`src/ddr_app_pkg.sv`:
```
package ddr_app_pkg;

  // controller user interface widths
  localparam int APP_ADDR_W = 27;
  localparam int APP_DATA_W = 128;
  localparam int COL_W      = 10;
  localparam int BANK_W     = 3;

  localparam logic [2:0] CMD_WR = 3'd0;
  localparam logic [2:0] CMD_RD = 3'd1;

  typedef struct packed {
    logic                  en;
    logic [2:0]            cmd;
    logic [APP_ADDR_W-1:0] addr;
    logic [5:0]            burst_num;
  } app_cmd_t;

  typedef struct packed {
    logic                  en;
    logic                  data_end;
    logic [APP_DATA_W-1:0] data;
  } app_wdata_t;

  typedef struct packed {
    logic                  valid;
    logic                  data_end;
    logic [APP_DATA_W-1:0] data;
  } app_rdata_t;

  typedef struct packed {
    logic cmd_rdy;
    logic wdata_rdy;
  } app_ready_t;

endpackage
```
`src/tester_pkg.sv`:
```
package tester_pkg;
  import ddr_app_pkg::*;

  localparam int BURST_BEATS     = 8;
  localparam int BURST_ADDR_STEP = 64;
  localparam int CALIB_HOLD      = 256;
  localparam int LFSR_STEPS      = 128;

  // size detection words, low half and high half
  localparam logic [APP_DATA_W-1:0] PAT_LOW  = 128'h5A01_23FA_4567_89AB_CDEF_0123_4567_89AB;
  localparam logic [APP_DATA_W-1:0] PAT_HIGH = 128'h5329_0AB2_FA05_00FF_89AB_CDEF_0123_4567;
  localparam logic [APP_DATA_W-1:0] LFSR_SEED = 128'h0123_4567_890A_BCDE_FEDC_BA98_7654_3210;

  typedef enum logic [2:0] {
    wait_init, detect, fill, check, inv_fill, inv_check, failed, finished
  } test_phase_t;

  typedef struct packed {
    logic        done;
    logic        mem_large;
    logic        detect_err;
    logic        mismatch;
    test_phase_t fail_phase;
  } test_status_t;

  // one full word of lfsr steps, taps 68 67 66 63
  function automatic logic [APP_DATA_W-1:0] next_pattern(input logic [APP_DATA_W-1:0] cur);
    logic [APP_DATA_W-1:0] s;
    s = cur;
    for (int i = 0; i < LFSR_STEPS; i++) begin
      s = {s[APP_DATA_W-2:0], s[68] ^ s[67] ^ s[66] ^ s[63]};
    end
    return s;
  endfunction

endpackage

```
`src/ddr_test_top.sv`:
```
`timescale 1ns/1ns

module ddr_test_top
  import ddr_app_pkg::*;
  import tester_pkg::*;
#(
  parameter int ROW_W = 14
) (
  input  logic         clk,
  input  logic         rstn,
  input  logic         calib_done_i,
  input  app_ready_t   app_rdy_i,
  input  app_rdata_t   app_rd_i,
  output app_cmd_t     app_cmd_o,
  output app_wdata_t   app_wr_o,
  output test_status_t status_o
);

  logic                  req;
  logic                  req_write;
  logic [APP_ADDR_W-1:0] req_addr;
  logic                  req_detect;
  logic                  port_done;
  logic                  pat_restart;
  logic                  pat_invert;
  logic [APP_DATA_W-1:0] pat_word;
  logic                  port_advance;
  logic                  chk_advance;
  logic                  rd_beat_done;
  logic                  mismatch;

  test_sequencer #(
    .ROW_W(ROW_W)
  ) i_test_sequencer (
    .clk           (clk),
    .rstn          (rstn),
    .calib_done_i  (calib_done_i),
    .port_done_i   (port_done),
    .rd_beat_done_i(rd_beat_done),
    .rd_data_i     (app_rd_i.data),
    .mismatch_i    (mismatch),
    .req_o         (req),
    .req_write_o   (req_write),
    .req_addr_o    (req_addr),
    .req_detect_o  (req_detect),
    .pat_restart_o (pat_restart),
    .pat_invert_o  (pat_invert),
    .status_o      (status_o)
  );

  ddr_app_port #(
    .ROW_W(ROW_W)
  ) i_ddr_app_port (
    .clk          (clk),
    .rstn         (rstn),
    .req_i        (req),
    .req_write_i  (req_write),
    .req_addr_i   (req_addr),
    .req_detect_i (req_detect),
    .wdata_i      (pat_word),
    .app_rdy_i    (app_rdy_i),
    .app_cmd_o    (app_cmd_o),
    .app_wr_o     (app_wr_o),
    .pat_advance_o(port_advance),
    .port_done_o  (port_done)
  );

  pattern_gen i_pattern_gen (
    .clk      (clk),
    .rstn     (rstn),
    .restart_i(pat_restart),
    .advance_i(port_advance | chk_advance),
    .invert_i (pat_invert),
    .word_o   (pat_word)
  );

  // detection reads are compared in the sequencer instead
  read_checker i_read_checker (
    .clk        (clk),
    .rstn       (rstn),
    .app_rd_i   (app_rd_i),
    .expected_i (pat_word),
    .check_en_i (~req_detect),
    .advance_o  (chk_advance),
    .beat_done_o(rd_beat_done),
    .mismatch_o (mismatch)
  );

endmodule

```
`src/test_sequencer.sv`:
```
`timescale 1ns/1ns

module test_sequencer
  import ddr_app_pkg::*;
  import tester_pkg::*;
#(
  parameter int ROW_W = 14
) (
  input  logic                  clk,
  input  logic                  rstn,
  input  logic                  calib_done_i,
  input  logic                  port_done_i,
  input  logic                  rd_beat_done_i,
  input  logic [APP_DATA_W-1:0] rd_data_i,
  input  logic                  mismatch_i,
  output logic                  req_o,
  output logic                  req_write_o,
  output logic [APP_ADDR_W-1:0] req_addr_o,
  output logic                  req_detect_o,
  output logic                  pat_restart_o,
  output logic                  pat_invert_o,
  output test_status_t          status_o
);

  localparam int LIN_W = ROW_W + BANK_W + COL_W;
  localparam int CNT_W = $clog2(CALIB_HOLD);

  test_phase_t           phase;
  test_status_t          status_q;
  logic [CNT_W-1:0]      calib_cnt;
  logic [1:0]            det_step;
  logic                  busy;
  logic                  settle;
  logic [APP_ADDR_W-1:0] addr;
  logic [APP_ADDR_W-1:0] top_addr;
  logic [APP_ADDR_W-1:0] region_last;
  logic                  last_burst;
  logic                  checking;

  // top linear row bit splits the two size halves
  assign top_addr    = APP_ADDR_W'(1) << (LIN_W - 1);
  assign region_last = (APP_ADDR_W'(1) << (status_q.mem_large ? LIN_W : LIN_W - 1))
                     - APP_ADDR_W'(BURST_ADDR_STEP);
  assign last_burst  = (addr == region_last);
  assign checking    = (phase == check) || (phase == inv_check);

  assign req_detect_o = (phase == detect);
  assign pat_invert_o = (phase == inv_fill) || (phase == inv_check);
  assign status_o     = status_q;

  always_ff @(posedge clk or negedge rstn) begin
    if (!rstn) begin
      phase         <= wait_init;
      status_q      <= '0;
      calib_cnt     <= '0;
      det_step      <= '0;
      busy          <= 1'b0;
      settle        <= 1'b0;
      addr          <= '0;
      req_o         <= 1'b0;
      req_write_o   <= 1'b0;
      req_addr_o    <= '0;
      pat_restart_o <= 1'b0;
    end else begin
      req_o         <= 1'b0;
      pat_restart_o <= 1'b0;
      if (checking && mismatch_i) begin
        phase               <= failed;
        status_q.done       <= 1'b1;
        status_q.mismatch   <= 1'b1;
        status_q.fail_phase <= phase;
      end else begin
        case (phase)
          wait_init: begin
            if (!calib_done_i) begin
              calib_cnt <= '0;
            end else if (calib_cnt == CNT_W'(CALIB_HOLD - 1)) begin
              phase <= detect;
            end else begin
              calib_cnt <= calib_cnt + 1'b1;
            end
          end
          // write low word, write high word, read back address zero
          detect: begin
            if (!busy) begin
              req_o       <= 1'b1;
              req_write_o <= (det_step != 2'd2);
              req_addr_o  <= (det_step == 2'd1) ? top_addr : '0;
              busy        <= 1'b1;
            end else if (det_step != 2'd2) begin
              if (port_done_i) begin
                busy     <= 1'b0;
                det_step <= det_step + 1'b1;
              end
            end else if (rd_beat_done_i) begin
              busy <= 1'b0;
              if (rd_data_i == PAT_LOW || rd_data_i == PAT_HIGH) begin
                // high word at zero means the top bit aliased
                status_q.mem_large <= (rd_data_i == PAT_LOW);
                phase              <= fill;
                addr               <= '0;
                pat_restart_o      <= 1'b1;
              end else begin
                status_q.detect_err <= 1'b1;
                status_q.done       <= 1'b1;
                phase               <= finished;
              end
            end
          end
          fill, inv_fill: begin
            if (!busy) begin
              req_o       <= 1'b1;
              req_write_o <= 1'b1;
              req_addr_o  <= addr;
              busy        <= 1'b1;
            end else if (port_done_i) begin
              busy <= 1'b0;
              if (last_burst) begin
                phase         <= (phase == fill) ? check : inv_check;
                addr          <= '0;
                pat_restart_o <= 1'b1;
              end else begin
                addr <= addr + APP_ADDR_W'(BURST_ADDR_STEP);
              end
            end
          end
          check, inv_check: begin
            // one idle cycle after the last beat lets its mismatch land here
            if (settle) begin
              settle <= 1'b0;
              busy   <= 1'b0;
              if (!last_burst) begin
                addr <= addr + APP_ADDR_W'(BURST_ADDR_STEP);
              end else if (phase == check) begin
                phase         <= inv_fill;
                addr          <= '0;
                pat_restart_o <= 1'b1;
              end else begin
                phase         <= finished;
                status_q.done <= 1'b1;
              end
            end else if (!busy) begin
              req_o       <= 1'b1;
              req_write_o <= 1'b0;
              req_addr_o  <= addr;
              busy        <= 1'b1;
            end else if (rd_beat_done_i) begin
              settle <= 1'b1;
            end
          end
          default: begin
          end
        endcase
      end
    end
  end

endmodule

```
`src/ddr_app_port.sv`:
```
`timescale 1ns/1ns

module ddr_app_port
  import ddr_app_pkg::*;
  import tester_pkg::*;
#(
  parameter int ROW_W = 14
) (
  input  logic                  clk,
  input  logic                  rstn,
  input  logic                  req_i,
  input  logic                  req_write_i,
  input  logic [APP_ADDR_W-1:0] req_addr_i,
  input  logic                  req_detect_i,
  input  logic [APP_DATA_W-1:0] wdata_i,
  input  app_ready_t            app_rdy_i,
  output app_cmd_t              app_cmd_o,
  output app_wdata_t            app_wr_o,
  output logic                  pat_advance_o,
  output logic                  port_done_o
);

  localparam int LIN_W  = ROW_W + BANK_W + COL_W;
  localparam int BEAT_W = $clog2(BURST_BEATS);

  typedef enum logic [2:0] {st_idle, st_beat, st_wcmd, st_det, st_rcmd} port_state_t;

  port_state_t       state;
  logic [BEAT_W-1:0] beat_cnt;
  logic              is_write;
  logic              is_detect;
  logic [LIN_W-1:0]  addr_q;
  logic [ROW_W-1:0]  row;
  logic [BANK_W-1:0] bank;
  logic [COL_W-1:0]  col;
  logic              beat_fire;
  logic              det_fire;
  logic              cmd_fire;

  // linear is row bank col, controller wants bank row col
  assign col  = addr_q[COL_W-1:0];
  assign bank = addr_q[COL_W +: BANK_W];
  assign row  = addr_q[COL_W + BANK_W +: ROW_W];

  assign beat_fire = (state == st_beat) && app_rdy_i.wdata_rdy;
  assign det_fire  = (state == st_det) && app_rdy_i.wdata_rdy && app_rdy_i.cmd_rdy;
  assign cmd_fire  = det_fire || (((state == st_wcmd) || (state == st_rcmd)) && app_rdy_i.cmd_rdy);

  assign app_wr_o.en       = beat_fire || det_fire;
  assign app_wr_o.data_end = beat_fire || det_fire;
  assign app_wr_o.data     = !is_detect ? wdata_i : (addr_q[LIN_W-1] ? PAT_HIGH : PAT_LOW);

  assign app_cmd_o.en        = cmd_fire;
  assign app_cmd_o.cmd       = is_write ? CMD_WR : CMD_RD;
  assign app_cmd_o.addr      = APP_ADDR_W'({bank, row, col});
  assign app_cmd_o.burst_num = is_detect ? 6'd0 : 6'(BURST_BEATS - 1);

  assign pat_advance_o = beat_fire;

  always_ff @(posedge clk or negedge rstn) begin
    if (!rstn) begin
      state       <= st_idle;
      beat_cnt    <= '0;
      port_done_o <= 1'b0;
    end else begin
      port_done_o <= cmd_fire;
      case (state)
        st_idle: begin
          if (req_i) begin
            state <= !req_write_i ? st_rcmd : (req_detect_i ? st_det : st_beat);
          end
        end
        // all data beats go out before the write command
        st_beat: begin
          if (beat_fire) begin
            if (beat_cnt == BEAT_W'(BURST_BEATS - 1)) begin
              beat_cnt <= '0;
              state    <= st_wcmd;
            end else begin
              beat_cnt <= beat_cnt + 1'b1;
            end
          end
        end
        st_wcmd, st_det, st_rcmd: begin
          if (cmd_fire) begin
            state <= st_idle;
          end
        end
        default: state <= st_idle;
      endcase
    end
  end

  always_ff @(posedge clk) begin
    if (req_i && state == st_idle) begin
      is_write  <= req_write_i;
      is_detect <= req_detect_i;
      addr_q    <= req_addr_i[LIN_W-1:0];
    end
  end

endmodule

```
`src/read_checker.sv`:
```
`timescale 1ns/1ns

module read_checker
  import ddr_app_pkg::*;
  import tester_pkg::*;
(
  input  logic                  clk,
  input  logic                  rstn,
  input  app_rdata_t            app_rd_i,
  input  logic [APP_DATA_W-1:0] expected_i,
  input  logic                  check_en_i,
  output logic                  advance_o,
  output logic                  beat_done_o,
  output logic                  mismatch_o
);

  localparam int BEAT_W = $clog2(BURST_BEATS);

  logic [BEAT_W-1:0] beat_cnt;
  logic              compare;
  logic              last_beat;

  assign compare   = app_rd_i.valid && check_en_i;
  assign last_beat = (beat_cnt == BEAT_W'(BURST_BEATS - 1));
  assign advance_o = compare;

  // detection reads are a single unchecked beat
  assign beat_done_o = app_rd_i.valid && (!check_en_i || last_beat);

  always_ff @(posedge clk or negedge rstn) begin
    if (!rstn) begin
      beat_cnt   <= '0;
      mismatch_o <= 1'b0;
    end else begin
      mismatch_o <= compare && (app_rd_i.data != expected_i);
      if (compare) begin
        beat_cnt <= last_beat ? '0 : beat_cnt + 1'b1;
      end
    end
  end

endmodule

```
`src/pattern_gen.sv`:
```
`timescale 1ns/1ns

module pattern_gen
  import ddr_app_pkg::*;
  import tester_pkg::*;
(
  input  logic                  clk,
  input  logic                  rstn,
  input  logic                  restart_i,
  input  logic                  advance_i,
  input  logic                  invert_i,
  output logic [APP_DATA_W-1:0] word_o
);

  logic [APP_DATA_W-1:0] lfsr;

  // restart lands on the first word of the stream, not the bare seed
  always_ff @(posedge clk or negedge rstn) begin
    if (!rstn) begin
      lfsr <= LFSR_SEED;
    end else if (restart_i) begin
      lfsr <= next_pattern(LFSR_SEED);
    end else if (advance_i) begin
      lfsr <= next_pattern(lfsr);
    end
  end

  // inverted passes reuse the same stream
  assign word_o = invert_i ? ~lfsr : lfsr;

endmodule

```
`config.mk`:
```
export PLATFORM = sky130hd
export DESIGN_NAME = ddr_test_top
export DESIGN_NICKNAME = d
export VERILOG_FILES = /design/src/ddr_app_pkg.sv /design/src/tester_pkg.sv /design/src/ddr_test_top.sv /design/src/test_sequencer.sv /design/src/ddr_app_port.sv /design/src/read_checker.sv /design/src/pattern_gen.sv
export SDC_FILE = /design/constraint.sdc
export NUM_CORES = 1
export LEC_CHECK = 0
export BUFFER_PORTS_ARGS = -buffer_cell sky130_fd_sc_hd__buf_2
export CAP_MARGIN = 5
export CORE_ASPECT_RATIO = 1.75
export CORE_MARGIN = 5
export CORE_UTILIZATION = 64
export CTS_BUF_LIST = sky130_fd_sc_hd__clkbuf_4 sky130_fd_sc_hd__clkbuf_8
export DETAILED_ROUTE_END_ITERATION = 8
export HOLD_SLACK_MARGIN = 0.12
export PLACE_DENSITY = 0.95
export SLEW_MARGIN = 20
export SYNTH_ARGS = -nofsm -noshare
export SYNTH_HDL_FRONTEND = slang
export SYNTH_HIERARCHICAL = 1
export SYNTH_SLANG_ARGS = --single-unit
```
`constraint.sdc`:
```
create_clock -name clk -period 6.7 [get_ports clk]
set_input_delay 0.335 -clock clk [delete_from_list [all_inputs] [get_ports clk]]
set_output_delay 0.335 -clock clk [all_outputs]
set_load 0.03 [all_outputs]
```
# After elaboration in Yosys (flattened, before gate mapping)
# Index checks and enable logic that the tools add are counted.
# totals
ramBits	0
latch_bits	0
memories	0
register_bits	247
out_inout_bits	174
mem_bits_ro	0
inputBits	135
# op_classes
n_lt_le_gt_ge	0
shift	1
n_reduce_logical	39
bitwise_logic	390
eq_ne	47
n_addsub	6
n_mul	0
div	0
mux	92
# ops
cell	count
128-bit 2-to-1 mux	4
1-bit bitwise XOR	384
27-bit 2-to-1 mux	14
128-bit by 127-bit equality test with 1-bit output, second input constant	2
27-bit one-hot mux with 3 select lines	2
128-bit != test	1
128-bit NOT	1
124-bit 2-to-1 mux	1
3-bit 2-to-1 mux	24
1-bit 2-to-1 mux	36
1-bit by 32-bit left shift with 27-bit output, first input constant	1
27-bit by 7-bit adder with 27-bit output, second input constant	1
27-bit equality test	1
27-bit by 8-bit subtractor with 27-bit output, second input constant	1
2-bit != test, second input constant	11
3-bit by 1-bit != test with 1-bit output, second input constant	6
6-bit AND reduction	3
8-bit 2-to-1 mux	2
3-bit equality test, second input constant	5
3-bit != test, second input constant	5
3-bit by 2-bit equality test with 1-bit output, second input constant	4
2-bit by 1-bit != test with 1-bit output, second input constant	6
3-bit one-hot mux with 4 select lines	1
11-bit AND reduction	1
27 further kinds	58

# Depth between registers and ports, before layout
# Gate-level depths: netlist of the first run.
# depth
ltp_word	9
ltp_mapped	12
mapped_depth_nobuf	10

# By module
# Netlist of the first run, hierarchy kept.
# by_module_without_submodules
module	n_inst	area_each_um2	cells_per_inst
pattern_gen	1	9310.2	974
test_sequencer	1	4309.1	474
ddr_app_port	1	2347.3	274
read_checker	1	1567.8	185
ddr_test_top	1	10.0	2

# Worst setup path after synthesis of the first run
# Ideal clock, no wire load.
# synth_path
path_type	register -> register
startpoint	reg i_test_sequencer.phase[1]
endpoint	reg i_test_sequencer.addr[19]
n_path_buf	0
path_stages_with_launch	11
t_arrival_ns	2.509
period_less_slack_ns	2.589
path_slack_ns	4.111
setup_time_ns	0.080
t_required_ns	6.620
path_cell_list	dfrtp_1 > nor2_1 > and2_1 > inv_1 > a21boi_0 > a21boi_0 > o22ai_1 > o21a_1 > nand2_2 > or4_1 > o211ai_2
# synth_via
elab_chain_len	5
word_cells_on_any_way	23
classes_between	13 x eq/ne; 1 x mux; 1 x bitwise; 8 x reduce/logical
# synth_lines
item	line_no	text
start: declaration	test_sequencer.sv:28	test_phase_t phase;
start signal: assignment	test_sequencer.sv:53	phase <= wait_init;
start signal: assignment	test_sequencer.sv:68	phase <= failed;
start signal: assignment	test_sequencer.sv:78	phase <= detect;
3-bit by 1-bit equality test with 1-bit output	test_sequencer.sv:47	assign req_detect_o = (phase == detect);
net req_detect	ddr_test_top.sv:22	logic req_detect;
1-bit logical OR	read_checker.sv:28	assign beat_done_o = app_rd_i.valid && (!check_en_i || last_beat);
1-bit logical AND	read_checker.sv:28	
net rd_beat_done	ddr_test_top.sv:29	logic rd_beat_done;
2-bit by 1-bit != test with 1-bit output (no line)	--	
10-bit AND reduction (no line)	--	
end signal: assignment	test_sequencer.sv:123	addr <= addr + APP_ADDR_W'(BURST_ADDR_STEP);
end signal: assignment	test_sequencer.sv:133	addr <= addr + APP_ADDR_W'(BURST_ADDR_STEP);
end: declaration	test_sequencer.sv:34	logic [APP_ADDR_W-1:0] addr;
# The timed path passes the listed nets, and every way through them passes these cells.
# A chain may end at the register's enable or synchronous reset.

# Worst setup path in the final report of the first run
# layout_path
startpoint	reg i_test_sequencer.phase[1]
endpoint	reg i_test_sequencer.addr[20]
# The elaborated chain is that of the path after synthesis.

==> impl_metrics.yaml, run 1 <==
run_status:
  outcome: "finished clean"
clock_network:
  cts_root_buffer: "clkbuf_8"
  numCtsBuffers: 34
  htree_levels: 2
  cts_tree: "done"
  clkTransAtPathRegs_ns: 0.08
  worst_skew_pair.late_latency_ns: 0.57
  clockBufferDepth: 3
  cts.sinks: 236
  cts_setup_buffers: 0
drt:
  drc: 0
  wl_um: 75300
  postRouteAntennaNets: 0
  num_vias: 16565
  first_pass_iters: 6
  routed_via_density: 6.65
  drtIter0Drc: 2004
  routedWlPerCell_um: 30.2
global_routing:
  grt_pass1_vias: 16816
  antenna_found_initial: 1
  grt_pass1_wl_um: 110000
  grt_usage_pct: 47.7
  grt_max_degree: 129
  grt_overflow: 0
synth:
  synth-edff-count: 29
  synth-seq-area-share_pct: 34.9
  synth_top_area_cell: "dfrtp_1"
  syn_area_per_cell_um2: 9.19
  synth_top_area_share_pct: 21.0
  async_reset_ff_share_pct: 87.7
  synth_warnings: 6
  yosys.cell_types.count: 87
  netlist_area_um2: 17500
  synth.top_cells.by_area: "dfrtp_1, xor2_1, xnor2_1"
  synth-main-ff-cell: "dfrtp_1"
  netlist_instances: 1909
  ys_ff_latch: 236
min_path:
  hold_depth: 3
  holdCritPathClass: "in2reg"
sta:
  report.final.hold_viol_count: 0
  rsz0062_at_grt: "no"
  slew_viol_final: 0
  max-slew-margin-rel_pct: 20.4
  final-setup-viol-count: 0
  min_period_over_period_pct: 65.0
  tightest_slew_ns: 1.19
  finalSetupTns_ns: 0
  skew_ns: 0.0347
  fmax_mhz: 229
  whs_ns: 0.205
  period_needed_ns: 4.36
setup_path:
  arrival_ns: 4.82
  timing.critical_path.slowest_cell_delay_ns: 0.60
  crit_chain: "nor2_1 -> and2_1 -> inv_1 -> a21boi_0 -> a21boi_0 -> o22ai_1 -> o21a_1 -> nand2_2 -> o41ai_1 -> o21bai_1"
  critPathMostFrequentCell: "a21boi_0"
  cpMaxStageDelayCell: "dfrtp_1"
  end_kind: "register"
  worstSetupPathType: "reg2reg"
  crit_required_ns: 7.17
  startpoint_type: "register"
  rr_worst_depth: 10
  crit_fanout: 16
die:
  die_area_um2: 31000
  start_util_pct: 64.7
  io_pins: 309
  die_w_um: 135
  die_y_um: 229
  core_area_um2: 27100
  rows: 80
power_and_ir_drop:
  power.internal_mw: 5.18
  switchingPower_mw: 4.59
  pwr-share-seq_pct: 31.4
  pwr-share-comb_pct: 54.9
  sw_frac_of_total_pct: 47.0
  p_total_mw: 9.77
  vdd_drop_max_uv: 336
  clkPwrFrac_pct: 13.6
  powerDensity_nw_per_um2: 498
  p_leak_nw: 8.62
layout:
  final_util_pct: 72.3
  syn2layout_area_growth_pct: 11.8
  drive_above_1_share_pct: 25.9
  mostFrequentLayoutCell: "xor2_1"
  nets: 2239
  diodes: 0
  num-fill-cells: 1781
  final_cell_mix: "xor2_1, buf_2, xnor2_1"
run:
  max-cap-violations: 0
placed_design:
  routabilityCongestion: 1.08
  io_buffers: 302
  hpwl_um: 52700
state kept, by name, summed over array words and instances (netlist names), 7 cells and up:
name                         flops
i_ddr_app_port/addr_q           27
i_test_sequencer/req_addr_o     22
i_test_sequencer/addr           21
i_test_sequencer/calib_cnt       8
i_pattern_gen/lfsr             128
i_test_sequencer/status_o        7
synth_stat cells (7+ instances only):
library cell / instances
buf_6: 8
o21ai_0: 65
clkbuf_1: 54
edfxtp_1: 29
o31ai_1: 21
nand4_1: 25
nor3_1: 10
xnor2_2: 9
nor2_1: 119
nor4b_1: 15
or4_1: 7
nand2b_1: 39
nand2_1: 125
nand4b_1: 7
and4b_1: 7
inv_1: 81
a211oi_1: 33
and3_1: 9
dfrtp_1: 147
or2_2: 67
nand3_1: 25
o21ai_1: 11
dfstp_2: 60
nor4bb_1: 8
and4_1: 8
xnor2_1: 193
xor2_1: 364
buf_2: 81
a21oi_1: 51
ha_1: 8
o21bai_1: 10
nor2b_1: 45
buf_4: 18
nor4_1: 43
timing repair:
item | CTS | global route
hold buffers | 2 | 0
gates resized for setup | 0 | 0
hold endpoints to repair | 55 | 0
per-layer routing:
layer,vias to the layer above,wire length (µm),track usage [%]
met1,7823,23600,52.6
li1,6651,-,-
met5,-,14,0
met4,2,8330,37.9
met2,1604,35900,79.4
met3,485,7400,8.56
worst paths after layout:
| path | start | endpoint | slack [ns] |
|---|---|---|---|
| max | i_test_sequencer/phase[1] | i_test_sequencer/addr[20] | 2.34 |
| min | app_rdy_i[0] | i_ddr_app_port/state[0] | 0.21 |
| max reg2reg | i_test_sequencer/phase[1] | i_test_sequencer/addr[20] | 2.34 |
| min reg2reg | i_test_sequencer/req_addr_o[25] | i_ddr_app_port/addr_q[25] | 0.47 |
| max in group asynchronous | rstn | i_test_sequencer/pat_restart_o | 4.85 |
| min in group asynchronous | rstn | i_test_sequencer/calib_cnt[4] | 0.40 |
final cells by class:
class                      instances  area, µm²  share of cell area (%)
clock inverter                     6       66.3                   0.338
sequential                       236       6130                    31.2
clock buffer                      56        708                    3.61
multi-input combinational       1426      10300                    52.3
tap                              369        462                    2.35
inverter                          81        304                    1.55
timing repair buffer             317       1690                    8.60
metrics by stage:
stage / area [µm²] / instances / worst slack [ns]
2_1_floorplan: 17600 / 1913 / 4.11
3_3_place_gp: 18800 / 2426 / 2.81
3_5_place_dp: 18800 / 2426 / 2.70
4_1_cts: 19600 / 2490 / 2.52
5_1_grt: 19600 / 2491 / 2.43
6_report: 19600 / 2491 / 2.34
power groups by stage:
stage	clock (mW)	combinational [mW]	sequential, mW
2_1_floorplan	0	4.54	2.20
3_3_place_gp	0	4.68	2.98
3_5_place_dp	0	4.92	3.02
4_1_cts	1.32	5.19	3.02
5_1_grt	1.38	5.65	3.10
6_report	1.33	5.37	3.07
logic make-up (layout without fill, tap and decap cells):
logic type	after synthesis	in the layout	synth area share, %
xor gates and xnor gates	571	571	29.3
adders and majority gates	8	8	0.571
buffers and inverters	251	460	6.88
muxes	10	10	0.620
and+or+nand+nor	591	591	18.6
DFF	236	236	34.9
other	1	5	0.0214
AOI/OAI and AO/OA	241	241	9.12
critical path, delay by kind of cell (launching register included):
kind	cells	cell delay [ns]
compound gates	6	2.31
flops	1	0.60
simple gates	3	1.22
buf+inv	1	0.12
No activity file was read; power rests on OpenSTA's default activity.
==> run 2: changes to the inputs <==
Settings changed: CORE_UTILIZATION 64 to 53, PLACE_DENSITY 0.95 to 0.85.
Clock period 6.7 ns to 3.88 ns, I/O delays scaled along.
==> run 2 against run 1 <==
Sequential cell count unchanged; critical path depth increased by 1; sequential power increased by 70%; power is 69% higher; highest routed layer is now met4; hold slack worse by 0.063 ns; sequential share of layout area down 0.52 points; fmax rose by 29%; utilization decreased by 12 points; global-route usage fell by 13 points; final cell count rose by 2.6%; combinational power grew 66%.
==> impl_metrics.yaml, run 2 (synthesis gave the netlist of run 1 again) <==
sta:
  whs_ns: 0.143
  report.final.hold_viol_count: 0
  tightest_slew_ns: 1.21
  min_period_over_period_pct: 87.2
  fmax_mhz: 296
  final-setup-viol-count: 0
  finalSetupTns_ns: 0
  max-slew-margin-rel_pct: 19.3
  layout_setup_ws_ns: 0.496
  period_needed_ns: 3.38
  slew_viol_final: 0
  skew_ns: 0.0485
  rsz0062_at_grt: "no"
layout:
  final_cell_mix: "xor2_1, buf_2, xnor2_1"
  syn2layout_area_growth_pct: 13.7
  fin_cells: 2556
  reg.largest.list: "i_pattern_gen/lfsr (128), i_ddr_app_port/addr_q (27), i_test_sequencer/req_addr_o (22)"
  nets: 2267
  finalInstanceArea_um2: 19900
  drive_above_1_share_pct: 26.6
  diodes: 0
  largest_reg_flops: 128
  mostFrequentLayoutCell: "xor2_1"
  regMostFlops: "i_pattern_gen/lfsr"
  final_util_pct: 60.8
run_status:
  outcome: "finished clean"
global_routing:
  grt_pass1_vias: 15076
  grt_max_degree: 106
  antenna_found_initial: 0
  grt_usage_pct: 34.9
  grt_pass1_wl_um: 96600
  grt_overflow: 0
placed_design:
  dp_cells: 2485
  hpwl_um: 52600
  placed_cell_area_um2: 19100
  io_buffers: 302
  routabilityCongestion: 1.08
  place_ws_ns: 0.516
clock_network:
  cts_setup_buffers: 0
  htree_levels: 2
  cts_root_buffer: "clkbuf_8"
  numCtsBuffers: 36
  cts.sinks: 236
  clkTransAtPathRegs_ns: 0.07
  worst_skew_pair.late_latency_ns: 0.57
  clockBufferDepth: 3
  cts_tree: "done"
drt:
  wl_um: 66300
  drtIter0Drc: 980
  routedWlPerCell_um: 25.9
  first_pass_iters: 5
  routed_via_density: 5.81
  num_vias: 14858
  postRouteAntennaNets: 0
  drc: 0
setup_path:
  crit_chain: "nor2_1 -> and2_1 -> inv_1 -> a21boi_0 -> buf_4 -> a21boi_0 -> o22ai_1 -> o21a_1 -> nand2_2 -> or4_1 -> o211ai_2"
  end_kind: "register"
  worstSetupPathType: "reg2reg"
  startpoint_type: "register"
  crit_fanout: 16
  arrival_ns: 3.86
  timing.critical_path.slowest_cell_delay_ns: 0.61
  crit_required_ns: 4.36
  critPathMostFrequentCell: "a21boi_0"
  cpMaxStageDelayCell: "or4_1"
power_and_ir_drop:
  vdd_drop_max_uv: 358
  powerDensity_nw_per_um2: 827
  clkPwrFrac_pct: 14.4
  switchingPower_mw: 7.36
  pwr-share-seq_pct: 31.7
  sw_frac_of_total_pct: 44.7
  power.internal_mw: 9.13
  p_total_mw: 16.5
  p_leak_nw: 8.79
  pwr-share-comb_pct: 53.9
die:
  die_y_um: 251
  io_pins: 309
  core_area_um2: 32800
  die_area_um2: 37000
  die_w_um: 148
  rows: 88
  start_util_pct: 53.5
min_path:
  holdCritPathClass: "in2async"
run:
  max-cap-violations: 0
## run 2: timing repair
action,CTS,global route
hold buffers,6,0
endpoints found under the hold margin,70,0
gates resized for setup,0,0
## run 2: worst paths after layout
check                                                start                      endpoint  slack [ns]  depth (start not counted)
max in group asynchronous                             rstn     i_test_sequencer/phase[1]        2.65                          3
min                                                   rstn        i_pattern_gen/lfsr[56]        0.14                          2
min in group clk                              app_rd_i[34]  i_test_sequencer/status_o[5]        0.20                          5
max reg2reg                      i_test_sequencer/phase[2]     i_test_sequencer/addr[19]        0.50                         11
max                              i_test_sequencer/phase[2]     i_test_sequencer/addr[19]        0.50                         11
min reg2reg                i_test_sequencer/req_addr_o[10]     i_ddr_app_port/addr_q[10]        0.45                          0
## run 2: critical path: cells and delay by family (launching register included)
kind | cells | cell delay, ns
AOI/OAI and AO/OA | 5 | 0.87
buffers and inverters | 2 | 0.25
DFF | 1 | 0.55
and+or+nand+nor | 4 | 1.64
## run 2: per-layer routing
layer	part of all wire, %	wire (µm)	up-vias	GRT usage [%]
li1	-	-	6706	-
met1	34	22600	7245	37.9
met2	51	33700	721	61.7
met3	6.2	4100	186	4.87
met4	8.8	5830	0	25.2
met5	0	0	-	0
## run 2: cell type report
type,count,area [µm²]
fillers,2736,12900
multi-input cells,1426,10300
flip-flops and latches,236,6130
repair buffers,343,1930
clock buffers,50,638
well taps,405,507
inverters,81,304
clock inverters,15,185
## run 2: power groups by stage
stage	Combinational [mW]	Sequential [mW]	Clock, mW
2_1_floorplan	7.83	3.80	0
3_5_place_dp	8.69	5.22	0
4_1_cts	8.81	5.19	2.42
6_report	8.89	5.23	2.37
3_3_place_gp	8.40	5.17	0
5_1_grt	9.52	5.29	2.53
